<file path="config.mk">
export PLATFORM = sky130hd
export DESIGN_NAME = bt_link_top
export DESIGN_NICKNAME = d
export VERILOG_FILES = /design/src/bt_link_pkg.sv /design/src/bt_host_pkg.sv /design/src/word_fifo.sv /design/src/word_serializer.sv /design/src/word_deserializer.sv /design/src/sample_source.sv /design/src/bt_link_ctrl.sv /design/src/bt_link_top.sv
export SDC_FILE = /design/constraint.sdc
export NUM_CORES = 1
export LEC_CHECK = 0
export ABC_AREA = 1
export ABC_CLOCK_PERIOD_IN_PS = 6200
export BUFFER_PORTS_ARGS = -buffer_cell sky130_fd_sc_hd__buf_4
export CAP_MARGIN = 40
export CORE_MARGIN = 5
export CORE_UTILIZATION = 58
export DETAILED_ROUTE_END_ITERATION = 8
export PLACE_DENSITY = 0.75
export SLEW_MARGIN = 10
export SYNTH_ARGS = -nofsm -noshare
export SYNTH_HDL_FRONTEND = slang
export SYNTH_HIERARCHICAL = 1
export SYNTH_SLANG_ARGS = --single-unit
</file>
<file path="constraint.sdc">
create_clock -name clock -period 6.2 [get_ports clock]
set_input_delay 1.86 -clock clock [delete_from_list [all_inputs] [get_ports clock]]
set_output_delay 1.86 -clock clock [all_outputs]
set_load 0.02 [all_outputs]
</file>
<file path="src/bt_link_pkg.sv">
// frame, FIFO and sensor constants plus the controller state encoding
// FIFO_DEPTH must stay a power of two because the FIFO pointers wrap by overflow
// a serial character is one start bit, WORD_W data bits sent lsb first, one stop bit
package bt_link_pkg;

	localparam int WORD_W = 16;
	localparam int BIT_CYCLES = 8; // clocks per serial bit
	localparam int FRAME_BITS = WORD_W + 2;
	localparam int CYC_W = $clog2(BIT_CYCLES);
	localparam int BIT_IDX_W = $clog2(FRAME_BITS);

	localparam int FIFO_DEPTH = 16;
	localparam int COUNT_W = 5;
	localparam int PTR_W = $clog2(FIFO_DEPTH);

	localparam int SENSOR_BURST = 10; // samples per data-mode connection
	localparam logic [WORD_W-1:0] SENSOR_BASE = 16'h5A00;
	localparam logic [WORD_W-1:0] AT_END = 16'h0D0A; // cr then lf

	typedef enum logic [3:0] {
		idle             = 4'h0,
		wait_user_data   = 4'h1,
		load_t_user      = 4'h2,
		rest_t_user      = 4'h3,
		load_t_sample    = 4'h4,
		rest_t_sample    = 4'h5,
		load_tx          = 4'h6,
		begin_tx         = 4'h7,
		rest_tx          = 4'h8,
		receive_resp     = 4'h9,
		load_resp        = 4'ha,
		rest_resp        = 4'hb,
		wait_user_demand = 4'hc,
		read_resp        = 4'hd,
		rest_resp_user   = 4'he,
		done             = 4'hf
	} link_state_t;

endpackage

</file>
<file path="src/bt_host_pkg.sv">
// host side command bits and status word
// command bits are plain levels, the host changes one only after the state shows
// status carries fill counts and done pulses in place of debug mirror words
package bt_host_pkg;

	typedef struct packed {
		logic want_at; // command mode when high
		logic begin_connection;
		logic user_data_loaded;
		logic user_data_done;
		logic resp_access;
		logic resp_finished;
	} host_cmd_t;

	typedef struct packed {
		bt_link_pkg::link_state_t state;
		logic [bt_link_pkg::COUNT_W-1:0] tx_count;
		logic [bt_link_pkg::COUNT_W-1:0] resp_count;
		logic tx_full;
		logic tx_empty;
		logic resp_full;
		logic resp_empty;
		logic tx_done;
		logic rx_done;
	} link_status_t;

endpackage

</file>
<file path="src/word_fifo.sv">
`timescale 1ns/10ps
// single clock word FIFO
// a read puts the head word on dout one clock later, dout then holds until the next read
// a write when full or a read when empty is dropped without any flag
// dout is unknown until the first read after power up
module word_fifo (
	input  logic clock,
	input  logic reset,
	input  logic wr,
	input  logic rd,
	input  logic [bt_link_pkg::WORD_W-1:0] din,
	output logic [bt_link_pkg::WORD_W-1:0] dout,
	output logic full,
	output logic empty,
	output logic [bt_link_pkg::COUNT_W-1:0] count
);
	import bt_link_pkg::*;

	logic [WORD_W-1:0] mem [FIFO_DEPTH];
	logic [PTR_W-1:0] wr_ptr;
	logic [PTR_W-1:0] rd_ptr;
	logic do_wr;
	logic do_rd;

	assign full = (count == COUNT_W'(FIFO_DEPTH));
	assign empty = (count == '0);
	assign do_wr = wr && !full;
	assign do_rd = rd && !empty;

	always_ff @(posedge clock or posedge reset)
	begin
		if (reset)
		begin
			wr_ptr <= '0;
			rd_ptr <= '0;
			count <= '0;
		end
		else
		begin
			if (do_wr)
				wr_ptr <= wr_ptr + 1'b1; // wraps at FIFO_DEPTH
			if (do_rd)
				rd_ptr <= rd_ptr + 1'b1;
			case ({do_wr, do_rd})
				2'b10: count <= count + 1'b1;
				2'b01: count <= count - 1'b1;
				default: count <= count;
			endcase
		end
	end

	always_ff @(posedge clock)
	begin
		if (do_wr)
			mem[wr_ptr] <= din;
		if (do_rd)
			dout <= mem[rd_ptr];
	end

endmodule

</file>
<file path="src/word_serializer.sv">
`timescale 1ns/10ps
// sends one word as start bit, data lsb first, stop bit, BIT_CYCLES clocks per bit
// the word is taken on the first clock that sees start while idle
// tx_done marks the last clock of the stop bit, 18 bit times after that first clock
module word_serializer (
	input  logic clock,
	input  logic reset,
	input  logic start,
	input  logic [bt_link_pkg::WORD_W-1:0] word,
	output logic tx_done,
	output logic txd
);
	import bt_link_pkg::*;

	logic busy;
	logic [FRAME_BITS-1:0] shift; // stop, data, start
	logic [BIT_IDX_W-1:0] bit_idx;
	logic [CYC_W-1:0] cyc_cnt;
	logic last_cycle;

	assign last_cycle = (cyc_cnt == CYC_W'(BIT_CYCLES - 1));
	assign tx_done = busy && last_cycle && (bit_idx == BIT_IDX_W'(FRAME_BITS - 1));
	assign txd = busy ? shift[0] : 1'b1; // line idles high

	always_ff @(posedge clock or posedge reset)
	begin
		if (reset)
		begin
			busy <= 1'b0;
			bit_idx <= '0;
			cyc_cnt <= '0;
		end
		else if (!busy)
		begin
			if (start)
			begin
				busy <= 1'b1;
				bit_idx <= '0;
				cyc_cnt <= '0;
			end
		end
		else if (last_cycle)
		begin
			cyc_cnt <= '0;
			if (bit_idx == BIT_IDX_W'(FRAME_BITS - 1))
				busy <= 1'b0;
			else
				bit_idx <= bit_idx + 1'b1;
		end
		else
			cyc_cnt <= cyc_cnt + 1'b1;
	end

	always_ff @(posedge clock)
	begin
		if (!busy && start)
			shift <= {1'b1, word, 1'b0};
		else if (busy && last_cycle)
			shift <= {1'b1, shift[FRAME_BITS-1:1]};
	end

endmodule

</file>
<file path="src/word_deserializer.sv">
`timescale 1ns/10ps
// receives one framed character at BIT_CYCLES clocks per bit
// a falling edge is only taken while arm is high, a running frame finishes regardless
// a start bit that is high at mid-bit drops the frame, the stop bit is not checked
// rx_word holds from the rx_done pulse until the next frame completes
module word_deserializer (
	input  logic clock,
	input  logic reset,
	input  logic arm,
	input  logic rxd,
	output logic rx_done,
	output logic [bt_link_pkg::WORD_W-1:0] rx_word
);
	import bt_link_pkg::*;

	logic [1:0] rxd_sync;
	logic rxd_prev;
	logic line;
	logic fall;
	logic busy;
	logic [BIT_IDX_W-1:0] bit_idx; // 0 start, 1..16 data, 17 stop
	logic [CYC_W-1:0] cyc_cnt;
	logic sample_now;
	logic [WORD_W-1:0] shift;

	assign line = rxd_sync[1];
	assign fall = rxd_prev && !line;
	assign sample_now = busy && (cyc_cnt == CYC_W'(BIT_CYCLES - 1));

	always_ff @(posedge clock or posedge reset)
	begin
		if (reset)
		begin
			rxd_sync <= 2'b11;
			rxd_prev <= 1'b1;
			busy <= 1'b0;
			bit_idx <= '0;
			cyc_cnt <= '0;
			rx_done <= 1'b0;
		end
		else
		begin
			rxd_sync <= {rxd_sync[0], rxd};
			rxd_prev <= line;
			rx_done <= 1'b0;
			if (!busy)
			begin
				if (arm && fall)
				begin
					busy <= 1'b1;
					bit_idx <= '0;
					cyc_cnt <= CYC_W'(BIT_CYCLES / 2); // first sample lands mid start bit
				end
			end
			else if (sample_now)
			begin
				cyc_cnt <= '0;
				if (bit_idx == '0 && line)
					busy <= 1'b0; // glitch, not a start bit
				else if (bit_idx == BIT_IDX_W'(FRAME_BITS - 1))
				begin
					busy <= 1'b0;
					rx_done <= 1'b1;
				end
				else
					bit_idx <= bit_idx + 1'b1;
			end
			else
				cyc_cnt <= cyc_cnt + 1'b1;
		end
	end

	always_ff @(posedge clock)
	begin
		if (sample_now && bit_idx != '0 && bit_idx != BIT_IDX_W'(FRAME_BITS - 1))
			shift <= {line, shift[WORD_W-1:1]}; // lsb arrives first
		if (sample_now && bit_idx == BIT_IDX_W'(FRAME_BITS - 1))
			rx_word <= shift;
	end

endmodule

</file>
<file path="src/sample_source.sv">
`timescale 1ns/10ps
// stand-in sensor, gives SENSOR_BASE plus a wrapping index
// the index only moves on next and survives between connections
module sample_source (
	input  logic clock,
	input  logic reset,
	input  logic next,
	output logic [bt_link_pkg::WORD_W-1:0] sample
);
	import bt_link_pkg::*;

	logic [WORD_W-1:0] index;

	assign sample = SENSOR_BASE + index;

	always_ff @(posedge clock or posedge reset)
	begin
		if (reset)
			index <= '0;
		else if (next)
			index <= index + 1'b1;
	end

endmodule

</file>
<file path="src/bt_link_ctrl.sv">
`timescale 1ns/10ps
// connection FSM for the radio link with every strobe decoded from the current state
// there is no back-pressure, so the host loads at most FIFO_DEPTH words and waits
// for the state to show before it changes a command bit
// a reply ends only on AT_END and a lost terminator keeps the FSM in receive_resp
module bt_link_ctrl (
	input  logic clock,
	input  logic reset,
	input  bt_host_pkg::host_cmd_t cmd,
	input  logic [bt_link_pkg::COUNT_W-1:0] tx_count,
	input  logic tx_empty,
	input  logic tx_done,
	input  logic rx_done,
	input  logic [bt_link_pkg::WORD_W-1:0] rx_word,
	output bt_link_pkg::link_state_t state,
	output logic tx_wr,
	output logic tx_rd,
	output logic tx_start,
	output logic sample_next,
	output logic rx_arm,
	output logic resp_wr,
	output logic resp_rd,
	output logic bt_enable
);
	import bt_link_pkg::*;

	link_state_t next_state;
	logic [WORD_W-1:0] last_word; // last reply word stored

	assign tx_wr = (state == load_t_user) || (state == load_t_sample);
	assign sample_next = (state == load_t_sample);
	assign tx_rd = (state == load_tx);
	assign tx_start = (state == begin_tx);
	assign rx_arm = (state == receive_resp);
	assign resp_wr = (state == load_resp);
	assign resp_rd = (state == read_resp);
	assign bt_enable = ~cmd.want_at; // radio in data mode

	always_comb
	begin
		next_state = state;
		case (state)
			idle:
				if (cmd.begin_connection)
					next_state = cmd.want_at ? wait_user_data : load_t_sample;
			wait_user_data:
				if (cmd.user_data_loaded)
					next_state = load_t_user;
			load_t_user:
				next_state = rest_t_user;
			rest_t_user:
				next_state = cmd.user_data_done ? load_tx : wait_user_data;
			load_t_sample:
				next_state = rest_t_sample;
			rest_t_sample:
				if (tx_count == COUNT_W'(SENSOR_BURST))
					next_state = load_tx;
				else
					next_state = load_t_sample;
			load_tx:
				next_state = begin_tx;
			begin_tx:
				if (tx_done)
					next_state = rest_tx;
			rest_tx:
				if (!tx_empty)
					next_state = load_tx;
				else
					next_state = cmd.want_at ? receive_resp : done; // no reply in data mode
			receive_resp:
				if (rx_done)
					next_state = load_resp;
			load_resp:
				next_state = rest_resp;
			rest_resp:
				next_state = (last_word == AT_END) ? wait_user_demand : receive_resp;
			wait_user_demand:
				if (cmd.resp_access)
					next_state = read_resp;
			read_resp:
				next_state = rest_resp_user;
			rest_resp_user:
				next_state = cmd.resp_finished ? done : wait_user_demand;
			done:
				if (!cmd.begin_connection)
					next_state = idle;
			default:
				next_state = idle;
		endcase
	end

	always_ff @(posedge clock or posedge reset)
	begin
		if (reset)
			state <= idle;
		else
			state <= next_state;
	end

	always_ff @(posedge clock)
	begin
		if (resp_wr)
			last_word <= rx_word;
	end

endmodule

</file>
<file path="src/bt_link_top.sv">
`timescale 1ns/10ps
// radio link controller top, host on plain ports and one clock throughout
// the transmit FIFO takes host_word in command mode and the sensor sample otherwise
// resp_word is valid from rest_resp_user until the next read
module bt_link_top (
	input  logic clock,
	input  logic reset,
	input  bt_host_pkg::host_cmd_t cmd,
	input  logic [bt_link_pkg::WORD_W-1:0] host_word,
	input  logic rxd,
	output logic txd,
	output logic bt_enable,
	output bt_host_pkg::link_status_t status,
	output logic [bt_link_pkg::WORD_W-1:0] resp_word
);
	import bt_link_pkg::*;

	link_state_t state;
	logic [WORD_W-1:0] sample;
	logic [WORD_W-1:0] tx_din;
	logic [WORD_W-1:0] tx_dout;
	logic [WORD_W-1:0] rx_word;
	logic [COUNT_W-1:0] tx_count;
	logic [COUNT_W-1:0] resp_count;
	logic tx_full;
	logic tx_empty;
	logic resp_full;
	logic resp_empty;
	logic tx_wr;
	logic tx_rd;
	logic tx_start;
	logic tx_done;
	logic sample_next;
	logic rx_arm;
	logic rx_done;
	logic resp_wr;
	logic resp_rd;

	assign tx_din = cmd.want_at ? host_word : sample;

	assign status.state = state;
	assign status.tx_count = tx_count;
	assign status.resp_count = resp_count;
	assign status.tx_full = tx_full;
	assign status.tx_empty = tx_empty;
	assign status.resp_full = resp_full;
	assign status.resp_empty = resp_empty;
	assign status.tx_done = tx_done;
	assign status.rx_done = rx_done;

	sample_source sample_source_i (
		.clock(clock), .reset(reset), .next(sample_next), .sample(sample)
	);

	word_fifo tx_fifo_i (
		.clock(clock), .reset(reset), .wr(tx_wr), .rd(tx_rd), .din(tx_din),
		.dout(tx_dout), .full(tx_full), .empty(tx_empty), .count(tx_count)
	);

	word_fifo resp_fifo_i (
		.clock(clock), .reset(reset), .wr(resp_wr), .rd(resp_rd), .din(rx_word),
		.dout(resp_word), .full(resp_full), .empty(resp_empty), .count(resp_count)
	);

	word_serializer word_serializer_i (
		.clock(clock), .reset(reset), .start(tx_start), .word(tx_dout),
		.tx_done(tx_done), .txd(txd)
	);

	word_deserializer word_deserializer_i (
		.clock(clock), .reset(reset), .arm(rx_arm), .rxd(rxd),
		.rx_done(rx_done), .rx_word(rx_word)
	);

	bt_link_ctrl bt_link_ctrl_i (
		.clock(clock), .reset(reset), .cmd(cmd), .tx_count(tx_count),
		.tx_empty(tx_empty), .tx_done(tx_done), .rx_done(rx_done), .rx_word(rx_word),
		.state(state), .tx_wr(tx_wr), .tx_rd(tx_rd), .tx_start(tx_start),
		.sample_next(sample_next), .rx_arm(rx_arm), .resp_wr(resp_wr),
		.resp_rd(resp_rd), .bt_enable(bt_enable)
	);

endmodule

</file>
======== After elaboration in Yosys (flattened, before gate mapping) ========
Memory sizes are Yosys's and may differ from the RTL's. A register that Yosys moved wholly into a read port is not among the register bits.
Cells that the tools add are included.
storage, ports and cells
  output and inout port bits .............. 38
  ROM bits ................................ 0
  bits of input ports ..................... 25
  register bits after elaboration ......... 133
  RAM bits ................................ 512
  memories kept ........................... 2
  bits in latches ......................... 0
  logic and storage cells ................. 164
operators by class
  add/subtract/negate cells ............... 14
  shifts and indexed selects .............. 0
  divide/modulo/power cells ............... 0
  multiplexer cells ....................... 52
  reductions and logical operators ........ 34
  bitwise logic cells ..................... 1
  multipliers ............................. 0
  magnitude comparators ................... 0
  equality and inequality tests ........... 39
memory list
  name             depth  bits a word  rd ports  clocked after Yosys merged registers in  write ports  line             text
  resp_fifo_i.mem  16     16           1         1                                        1            word_fifo.sv:19  logic [WORD_W-1:0] mem [FIFO_DEPTH];
  tx_fifo_i.mem    16     16           1         1                                        1            word_fifo.sv:19
operators by type and width
  cell                                                                number
  4-bit case mux with 16 select lines                                 1
  5-bit two-way mux                                                   9
  17-bit two-way mux                                                  2
  4-bit == test, second input constant                                8
  3-bit two-way mux                                                   10
  4-bit two-way mux                                                   7
  5-bit by 1-bit adder with 5-bit output, second input constant       4
  5-bit == test, second input constant                                4
  2-bit != test, second input constant                                10
  5-bit case mux with 2 select lines                                  2
  1-bit two-way mux                                                   18
  15-bit by 16-bit adder with 16-bit output, first input constant     1
  16-bit by 1-bit adder with 16-bit output, second input constant     1
  4-bit by 1-bit adder with 4-bit output, second input constant       4
  16-bit by 12-bit == test with 1-bit output, second input constant   1
  4-bit by 3-bit == test with 1-bit output, second input constant     4
  16-bit two-way mux                                                  1
  5-bit logical NOT                                                   3
  1-bit logical AND                                                   14
  2-bit nonzero test                                                  5
  5-bit by 1-bit subtractor with 5-bit output, second input constant  2
  4-bit by 2-bit == test with 1-bit output, second input constant     2
  3-bit by 1-bit adder with 3-bit output, second input constant       2
  3-bit == test, second input constant                                2
  other kinds (15)                                                    23

======== Longest topological paths before layout ========
Gate-level depths: netlist of the first run.
  word-level depth ........................ 5
  mapped depth ............................ 18
  mapped depth without buffers ............ 17

======== Cells and area by module ========
The synthesis of the first run kept the hierarchy.
modules (own cells, without submodules)
  module             cells an instance  area each (µm²)  times used  seq. area each (µm²)
  word_fifo          1,138              12,075.3         2           8,493.1
  word_deserializer  110                1,651.6          1           1,290.0
  word_serializer    105                1,261.2          1           725.7
  bt_link_ctrl       130                1,074.8          1           580.6
  sample_source      117                979.7            1           400.4
  bt_link_top        58                 289.0            1           0.0

======== Least setup slack after synthesis of the first run ========
No wires, ideal clock.
  kind .................................... input to output
  start ................................... input port cmd[5] (netlist bit)
  end ..................................... output port bt_enable
  arrival ................................. 2.002 ns
  path slack .............................. 2.338 ns
  buffers on the path ..................... 0
  stages .................................. 1
  data required time ...................... 4.340 ns
  cells stage by stage .................... inv_1
on the way
  word-level cells in the longest chain between the ends .. 1
ends and longest elaborated chain
  element         line                text
  from (decl)     bt_link_top.sv:8    input bt_host_pkg::host_cmd_t cmd,
  1-bit inverter  bt_link_ctrl.sv:37  assign bt_enable = ~cmd.want_at;
  to (decl)       bt_link_top.sv:12   output logic bt_enable,
Every way passes these cells.

======== Worst setup path after layout of the first run ========
Same ends and word-level chain as after synthesis.

==> results of run 1 <==
-- worst paths after layout --
check / start / slack, ns / endpoint
worst max-delay path: cmd[5] / 2.00 / bt_enable
worst min-delay path: word_deserializer_i/rxd_sync[0]$_DFF_PP1_ / 0.35 / word_deserializer_i/rxd_sync[1]$_DFF_PP1_
worst max register to register: bt_link_ctrl_i/state[2]$_DFFE_PP0P_ / 3.31 / resp_fifo_i/mem[0][8]$_DFFE_PP_
worst min register to register: word_deserializer_i/rxd_sync[0]$_DFF_PP1_ / 0.35 / word_deserializer_i/rxd_sync[1]$_DFF_PP1_
max in group asynchronous: reset / 4.35 / sample_source_i/index[9]$_DFFE_PP0P_
min in group asynchronous: reset / 1.21 / bt_link_ctrl_i/state[0]$_DFFE_PP0P_
-- routing by layer --
layer  routed length (um)  share of wire
met1                26100           0.39
met2                33100           0.49
met3                 6110          0.090
met4                 2260          0.033
met5                    0              0
-- worst max-delay path, delay by kind of cell --
kind                   cells  cell delay [ns]
buffers and inverters      3             0.49
-- report_power, final --
group	total, W	switching (W)	internal, W
clock network	0.00407	0.00171	0.00236
logic	0.0000614	0.0000475	0.0000139
registers	0.00493	0.000000761	0.00493
total	0.00907	0.00176	0.00731
-- state kept, by name, summed over array words and instances, names as in the netlist, 5 cells and up --
| register | cells |
|---|---|
| word_serializer_i/bit_idx | 5 |
| bt_link_ctrl_i/last_word | 16 |
| word_deserializer_i/bit_idx | 5 |
| tx_fifo_i/dout | 16 |
| tx_fifo_i/mem | 256 |
| word_serializer_i/shift | 17 |
| resp_fifo_i/count | 5 |
| sample_source_i/index | 16 |
| word_deserializer_i/rx_word | 16 |
| resp_fifo_i/dout | 16 |
| word_deserializer_i/shift | 16 |
| tx_fifo_i/count | 5 |
| resp_fifo_i/mem | 256 |
-- kinds of logic after synthesis --
| group | Yosys count | share of synthesized area |
|---|---|---|
| AND/OR/NAND/NOR | 1586 | 0.220 |
| flip-flops | 677 | 0.680 |
| buffers and inverters | 417 | 0.0640 |
| AO/OA/AOI/OAI | 52 | 0.0121 |
| adder cells (fa/ha/maj) | 33 | 0.0146 |
| XOR/XNOR | 30 | 0.00893 |
| multiplexers | 1 | 0.000383 |
-- Yosys cell counts, types with 2 or more instances --
| cell type | count | share of area |
|---|---|---|
| nand2_1 | 1021 | 0.13 |
| edfxtp_1 | 608 | 0.62 |
| inv_1 | 285 | 0.036 |
| nor2_1 | 270 | 0.034 |
| nand3_1 | 230 | 0.039 |
| dfrtp_1 | 65 | 0.055 |
| buf_2 | 52 | 0.0088 |
| buf_4 | 40 | 0.010 |
| ha_1 | 31 | 0.013 |
| xor2_1 | 20 | 0.0060 |
| a22o_1 | 17 | 0.0051 |
| nand4_1 | 15 | 0.0032 |
| o21ai_0 | 15 | 0.0026 |
| nand2_2 | 11 | 0.0023 |
| inv_2 | 10 | 0.0013 |
| xnor2_1 | 10 | 0.0030 |
| buf_6 | 9 | 0.0034 |
| buf_1 | 8 | 0.0010 |
| nor2_2 | 8 | 0.0017 |
| o21ai_1 | 8 | 0.0014 |
| a21oi_1 | 6 | 0.0010 |
| clkbuf_1 | 6 | 0.00077 |
| nor3_1 | 6 | 0.0010 |
| or2_2 | 6 | 0.0013 |
| nand3_2 | 4 | 0.0014 |
| nor2_4 | 4 | 0.0015 |
| dfstp_2 | 3 | 0.0027 |
| inv_4 | 3 | 0.00064 |
| nand2_4 | 3 | 0.0011 |
| nand3b_1 | 3 | 0.00077 |
| fa_1 | 2 | 0.0014 |
| inv_6 | 2 | 0.00060 |
| nor3_2 | 2 | 0.00068 |
-- cell type report --
class                           instances  share of cell area
Multi-Input combinational cell       1702               0.231
Sequential cell                       677               0.611
Inverter                              300              0.0350
Tap cell                              672              0.0257
Timing Repair Buffer                  113              0.0291
Clock buffer                           82              0.0556
Clock inverter                         40              0.0119
-- stage by stage --
stage          cells  power [W]  setup WS, ns  cell area, sq um   util
4_1_cts         3586    0.00912          2.00             32700  0.652
2_1_floorplan   2796    0.00506          2.34             29400      -
3_5_place_dp    3464    0.00509          2.00             30500  0.608
6_report        3586    0.00907          2.00             32700  0.652
3_3_place_gp    3458    0.00509          2.02             30300  0.605
5_1_grt         3586    0.00933          1.96             32700  0.652
==> flow_metrics.env, run 1 <==
export IMPL_status="completed"
export IMPL_finalSetupTns_ns=0
export IMPL_ant_nets=0
export IMPL_crit_top_cell="buf_4"
export IMPL_synth_nets=2854
export IMPL_synth_area_per_cell_sq_um=10.5
export IMPL_synth_seq_cells=677
export IMPL_worstMarginPinSlew_ns=0.947
export IMPL_synthFlopType="edfxtp_1"
export IMPL_rsz0062_at_grt="false"
export IMPL_drc_errors=0
export IMPL_numCtsBuffers=68
export IMPL_diodes=0
export IMPL_multi_input_area_sq_um=7560
export IMPL_fillers=3539
export IMPL_synth_seq_area_share=0.680
export IMPL_final_common_cell="nand2_1"
export IMPL_relSlewSlack=0.369
export IMPL_hold_viol=0
export IMPL_drtIter0Drc=2302
export IMPL_drt_total_wl_um=67600
export IMPL_critPathArrivalTime_ns=2.34
export IMPL_hold_ws_ns=0.354
export IMPL_post_cts_setup_buffers=0
export IMPL_max_cap_violations=0
export IMPL_setup_viol=0
export IMPL_endpoint_kind="output pin"
export IMPL_cts_sinks=677
export IMPL_synth_cell_types=46
export IMPL_path_cells="buf_4, inv_1, buf_4"
export IMPL_syn_inst=2796
export IMPL_clkLatencyLatePin_ns=0.61
export IMPL_async_flop_share=0.100
export IMPL_cp_required_ns=4.34
export IMPL_power_density_nw_per_um2=277
export IMPL_min_period_over_period=0.678
export IMPL_use_met3=0.0388
export IMPL_p_leak_nw=13.6
export IMPL_finalNetCount=2920
export IMPL_antenna_found_initial=0
export IMPL_synth_edf_count=608
export IMPL_critPathMaxFanout=20
export IMPL_clock_path_buffers=3
export IMPL_die_y_um=235
export IMPL_grt_use_met2=0.409
export IMPL_start_kind="primary input"
export IMPL_start_util=0.586
export IMPL_drive_above_1_share=0.0964
export IMPL_io_pins=63
export IMPL_slowest_delay_ns=0.22
export IMPL_synth_area_sq_um=29400
export IMPL_met1_usage=0.319
export IMPL_htreeDepth=3
export IMPL_ir_drop_uv=226
export IMPL_grt_pass1_vias=19500
export IMPL_hold_path_class="register to register"
export IMPL_syn2layout_area_growth_pct=11.2
export IMPL_holdBufCountCts=0
export IMPL_yosysWarnings=6
export IMPL_grt_max_degree=91
export IMPL_fp_row_count=82
export IMPL_critPathKind="primary input to output pin"
export IMPL_place_congestion=0.953
export IMPL_grt_busiest_layer="met2"
export IMPL_portBuffers=62
export IMPL_regArea_sq_um=20000
export IMPL_hpwl_um=38500
export IMPL_crit_slowest_cell="buf_4"
export IMPL_firstDrtPassIters=6
export IMPL_vias=19600
export IMPL_overflow=0
export IMPL_vias_per_cell=5.48
export IMPL_dieArea_sq_um=55300
export IMPL_grt_util_all_layers=0.242
export IMPL_cts_tree="done"
export IMPL_finClkSkew_ns=0.0214
export IMPL_core_area_sq_um=50200
export IMPL_clock_fmax_mhz=238
export IMPL_min_path_cells=0
export IMPL_die_w_um=235
export IMPL_slew_viol_final=0
export IMPL_grt_pass1_wl_um=105000
export IMPL_cts_resized_gates=0
export IMPL_reg2reg_depth=9
export IMPL_cts_root_buf="clkbuf_16"
export IMPL_wl_per_cell_um=18.9
export IMPL_period_minus_slack_ns=4.20
export IMPL_clk_pin_slew_ns=0.06
export IMPL_layout_common_cells="nand2_1, edfxtp_1, inv_1"
Note: power is estimated with default switching activity, not from simulation.
==> run 2: changes to the inputs <==
ABC_CLOCK_PERIOD_IN_PS = 3800   (was 6200)
CORE_UTILIZATION = 57   (was 58)
PLACE_DENSITY = 0.76   (was 0.75)
clock period = 3.8 ns   (was 6.2 ns; I/O delays follow)
==> flow_metrics.env, run 2 (synthesized netlist as in run 1, its figures left out) <==
export IMPL_status="completed"
export IMPL_clk_pin_slew_ns=0.06
export IMPL_grt_pass1_wl_um=104000
export IMPL_drive_above_1_share=0.0965
export IMPL_die_w_um=237
export IMPL_portBuffers=62
export IMPL_antenna_found_initial=0
export IMPL_ant_nets=0
export IMPL_clock_path_buffers=3
export IMPL_drtIter0Drc=1937
export IMPL_overflow=0
export IMPL_max_cap_violations=0
export IMPL_cts_tree="done"
export IMPL_dieArea_sq_um=56200
export IMPL_place_congestion=0.921
export IMPL_slew_viol_final=0
export IMPL_clock_fmax_mhz=330
export IMPL_grt_pass1_vias=18800
export IMPL_endpoint_kind="output pin"
export IMPL_ir_drop_uv=298
export IMPL_fillers=3795
export IMPL_hold_path_class="register to register"
export IMPL_setup_slack_ns=0.773
export IMPL_diodes=0
export IMPL_critPathArrivalTime_ns=1.89
export IMPL_hold_end="word_deserializer_i/rxd_sync[1]$_DFF_PP1_"
export IMPL_reg_top3="resp_fifo_i/mem (256), tx_fifo_i/mem (256), word_serializer_i/shift (17)"
export IMPL_wl_per_cell_um=18.5
export IMPL_vias=19500
export IMPL_reg2reg_depth=18
export IMPL_relSlewSlack=0.381
export IMPL_core_area_sq_um=51200
export IMPL_critPathMaxFanout=5
export IMPL_hold_viol=0
export IMPL_r2r_end="tx_fifo_i/count[4]$_DFFE_PP0P_"
export IMPL_finalSetupTns_ns=0
export IMPL_hp_start="word_deserializer_i/rxd_sync[0]$_DFF_PP1_"
export IMPL_drc_errors=0
export IMPL_final_common_cell="nand2_1"
export IMPL_cts_root_buf="clkbuf_16"
export IMPL_period_minus_slack_ns=3.03
export IMPL_grt_util_all_layers=0.234
export IMPL_critPathKind="register to output pin"
export IMPL_min_path_cells=0
export IMPL_rsz0062_at_grt="false"
export IMPL_dp_slack_ns=1.05
export IMPL_numCtsBuffers=68
export IMPL_reg2reg_slack_ns=1.03
export IMPL_finClkSkew_ns=0.0213
export IMPL_finalNetCount=2918
export IMPL_vias_per_cell=5.44
export IMPL_post_cts_setup_buffers=0
export IMPL_worstMarginPinSlew_ns=0.929
export IMPL_power_density_nw_per_um2=450
export IMPL_grt_max_degree=162
export IMPL_io_pins=63
export IMPL_start_util=0.574
export IMPL_clkLatencyLatePin_ns=0.60
export IMPL_layout_common_cells="nand2_1, edfxtp_1, inv_1"
export IMPL_cts_resized_gates=0
export IMPL_holdBufCountCts=0
export IMPL_firstDrtPassIters=6
export IMPL_drt_total_wl_um=66400
export IMPL_cp_required_ns=2.66
export IMPL_setup_viol=0
export IMPL_hpwl_um=41300
export IMPL_fp_row_count=83
export IMPL_syn2layout_area_growth_pct=11.0
export IMPL_p_leak_nw=13.5
export IMPL_die_y_um=237
export IMPL_hold_ws_ns=0.355
export IMPL_htreeDepth=3
export IMPL_cts_sinks=677
export IMPL_r2r_start="bt_link_ctrl_i/state[1]$_DFFE_PP0P_"
export IMPL_min_period_over_period=0.797
export IMPL_start_kind="register"
==> run 2: cell types whose count changed in the layout (fill, tap and decap cells not counted), moves of 2 or more <==
cell and delta:
clkinv_1 -6, clkbuf_1 +5, clkinv_4 +5, clkinv_2 -4, buf_12 +3, buf_16 -3
bufinv_16 -3, clkinvlp_4 +3, clkbuf_8 +2
==> run 2: final cells by class <==
cell class,instances,area [sq um],share of cell area
well taps,680,851,0.0261
flip-flops and latches,677,20000,0.612
clock buffers,90,1890,0.0578
repair buffers,111,911,0.0279
clock inverters,33,300,0.00920
multi-input cells,1702,7560,0.232
inverters,300,1140,0.0350
==> run 2: worst max path at each step <==
stage | depth (start not counted) | start | endpoint | slack [ns]
after floorplan | 6 | bt_link_ctrl_i/state[2]$_DFFE_PP0P_ | resp_fifo_i/mem[3][0]$_DFFE_PP_ | 0.32
after global placement | 3 | cmd[5] | bt_enable | 1.08
after detailed placement | 3 | cmd[5] | bt_enable | 1.05
after CTS | 5 | word_serializer_i/cyc_cnt[0]$_DFFE_PP0P_ | status[1] | 0.73
after global routing | 7 | word_serializer_i/bit_idx[1]$_DFFE_PP0P_ | status[1] | 0.62
final | 7 | word_serializer_i/bit_idx[1]$_DFFE_PP0P_ | status[1] | 0.77
==> run 2: routing by layer <==
metal  share of wire  GRT usage  vias up
li1                -          -     9195
met1            0.42      0.337     9371
met2            0.47      0.370      852
met3           0.086     0.0422      126
met4           0.029     0.0726        0
met5               0          0        -
==> run 2: critical path: stages (launching register included) <==
cell and delay (ns):
dfrtp_1 0.42, inv_1 0.08, ha_1 0.15, nand2_1 0.06
inv_1 0.08, nand2_1 0.07, nor2_1 0.23, buf_4 0.20
==> run 2: where the power goes <==
part           internal [W]  leakage (nW)  switching [W]  total [W]
Clock               0.00374          1.05        0.00279    0.00653
Sequential          0.00805          6.52     0.00000126    0.00805
Combinational     0.0000226          5.96      0.0000852   0.000108
==> run 2: through the flow <==
step           power [W]  area [sq um]  cells   util
2_1_floorplan    0.00826         29400   2796      -
3_3_place_gp     0.00831         30400   3467  0.593
3_5_place_dp     0.00832         30500   3470  0.595
4_1_cts           0.0148         32600   3593  0.638
5_1_grt           0.0151         32600   3593  0.638
6_report          0.0147         32600   3593  0.638
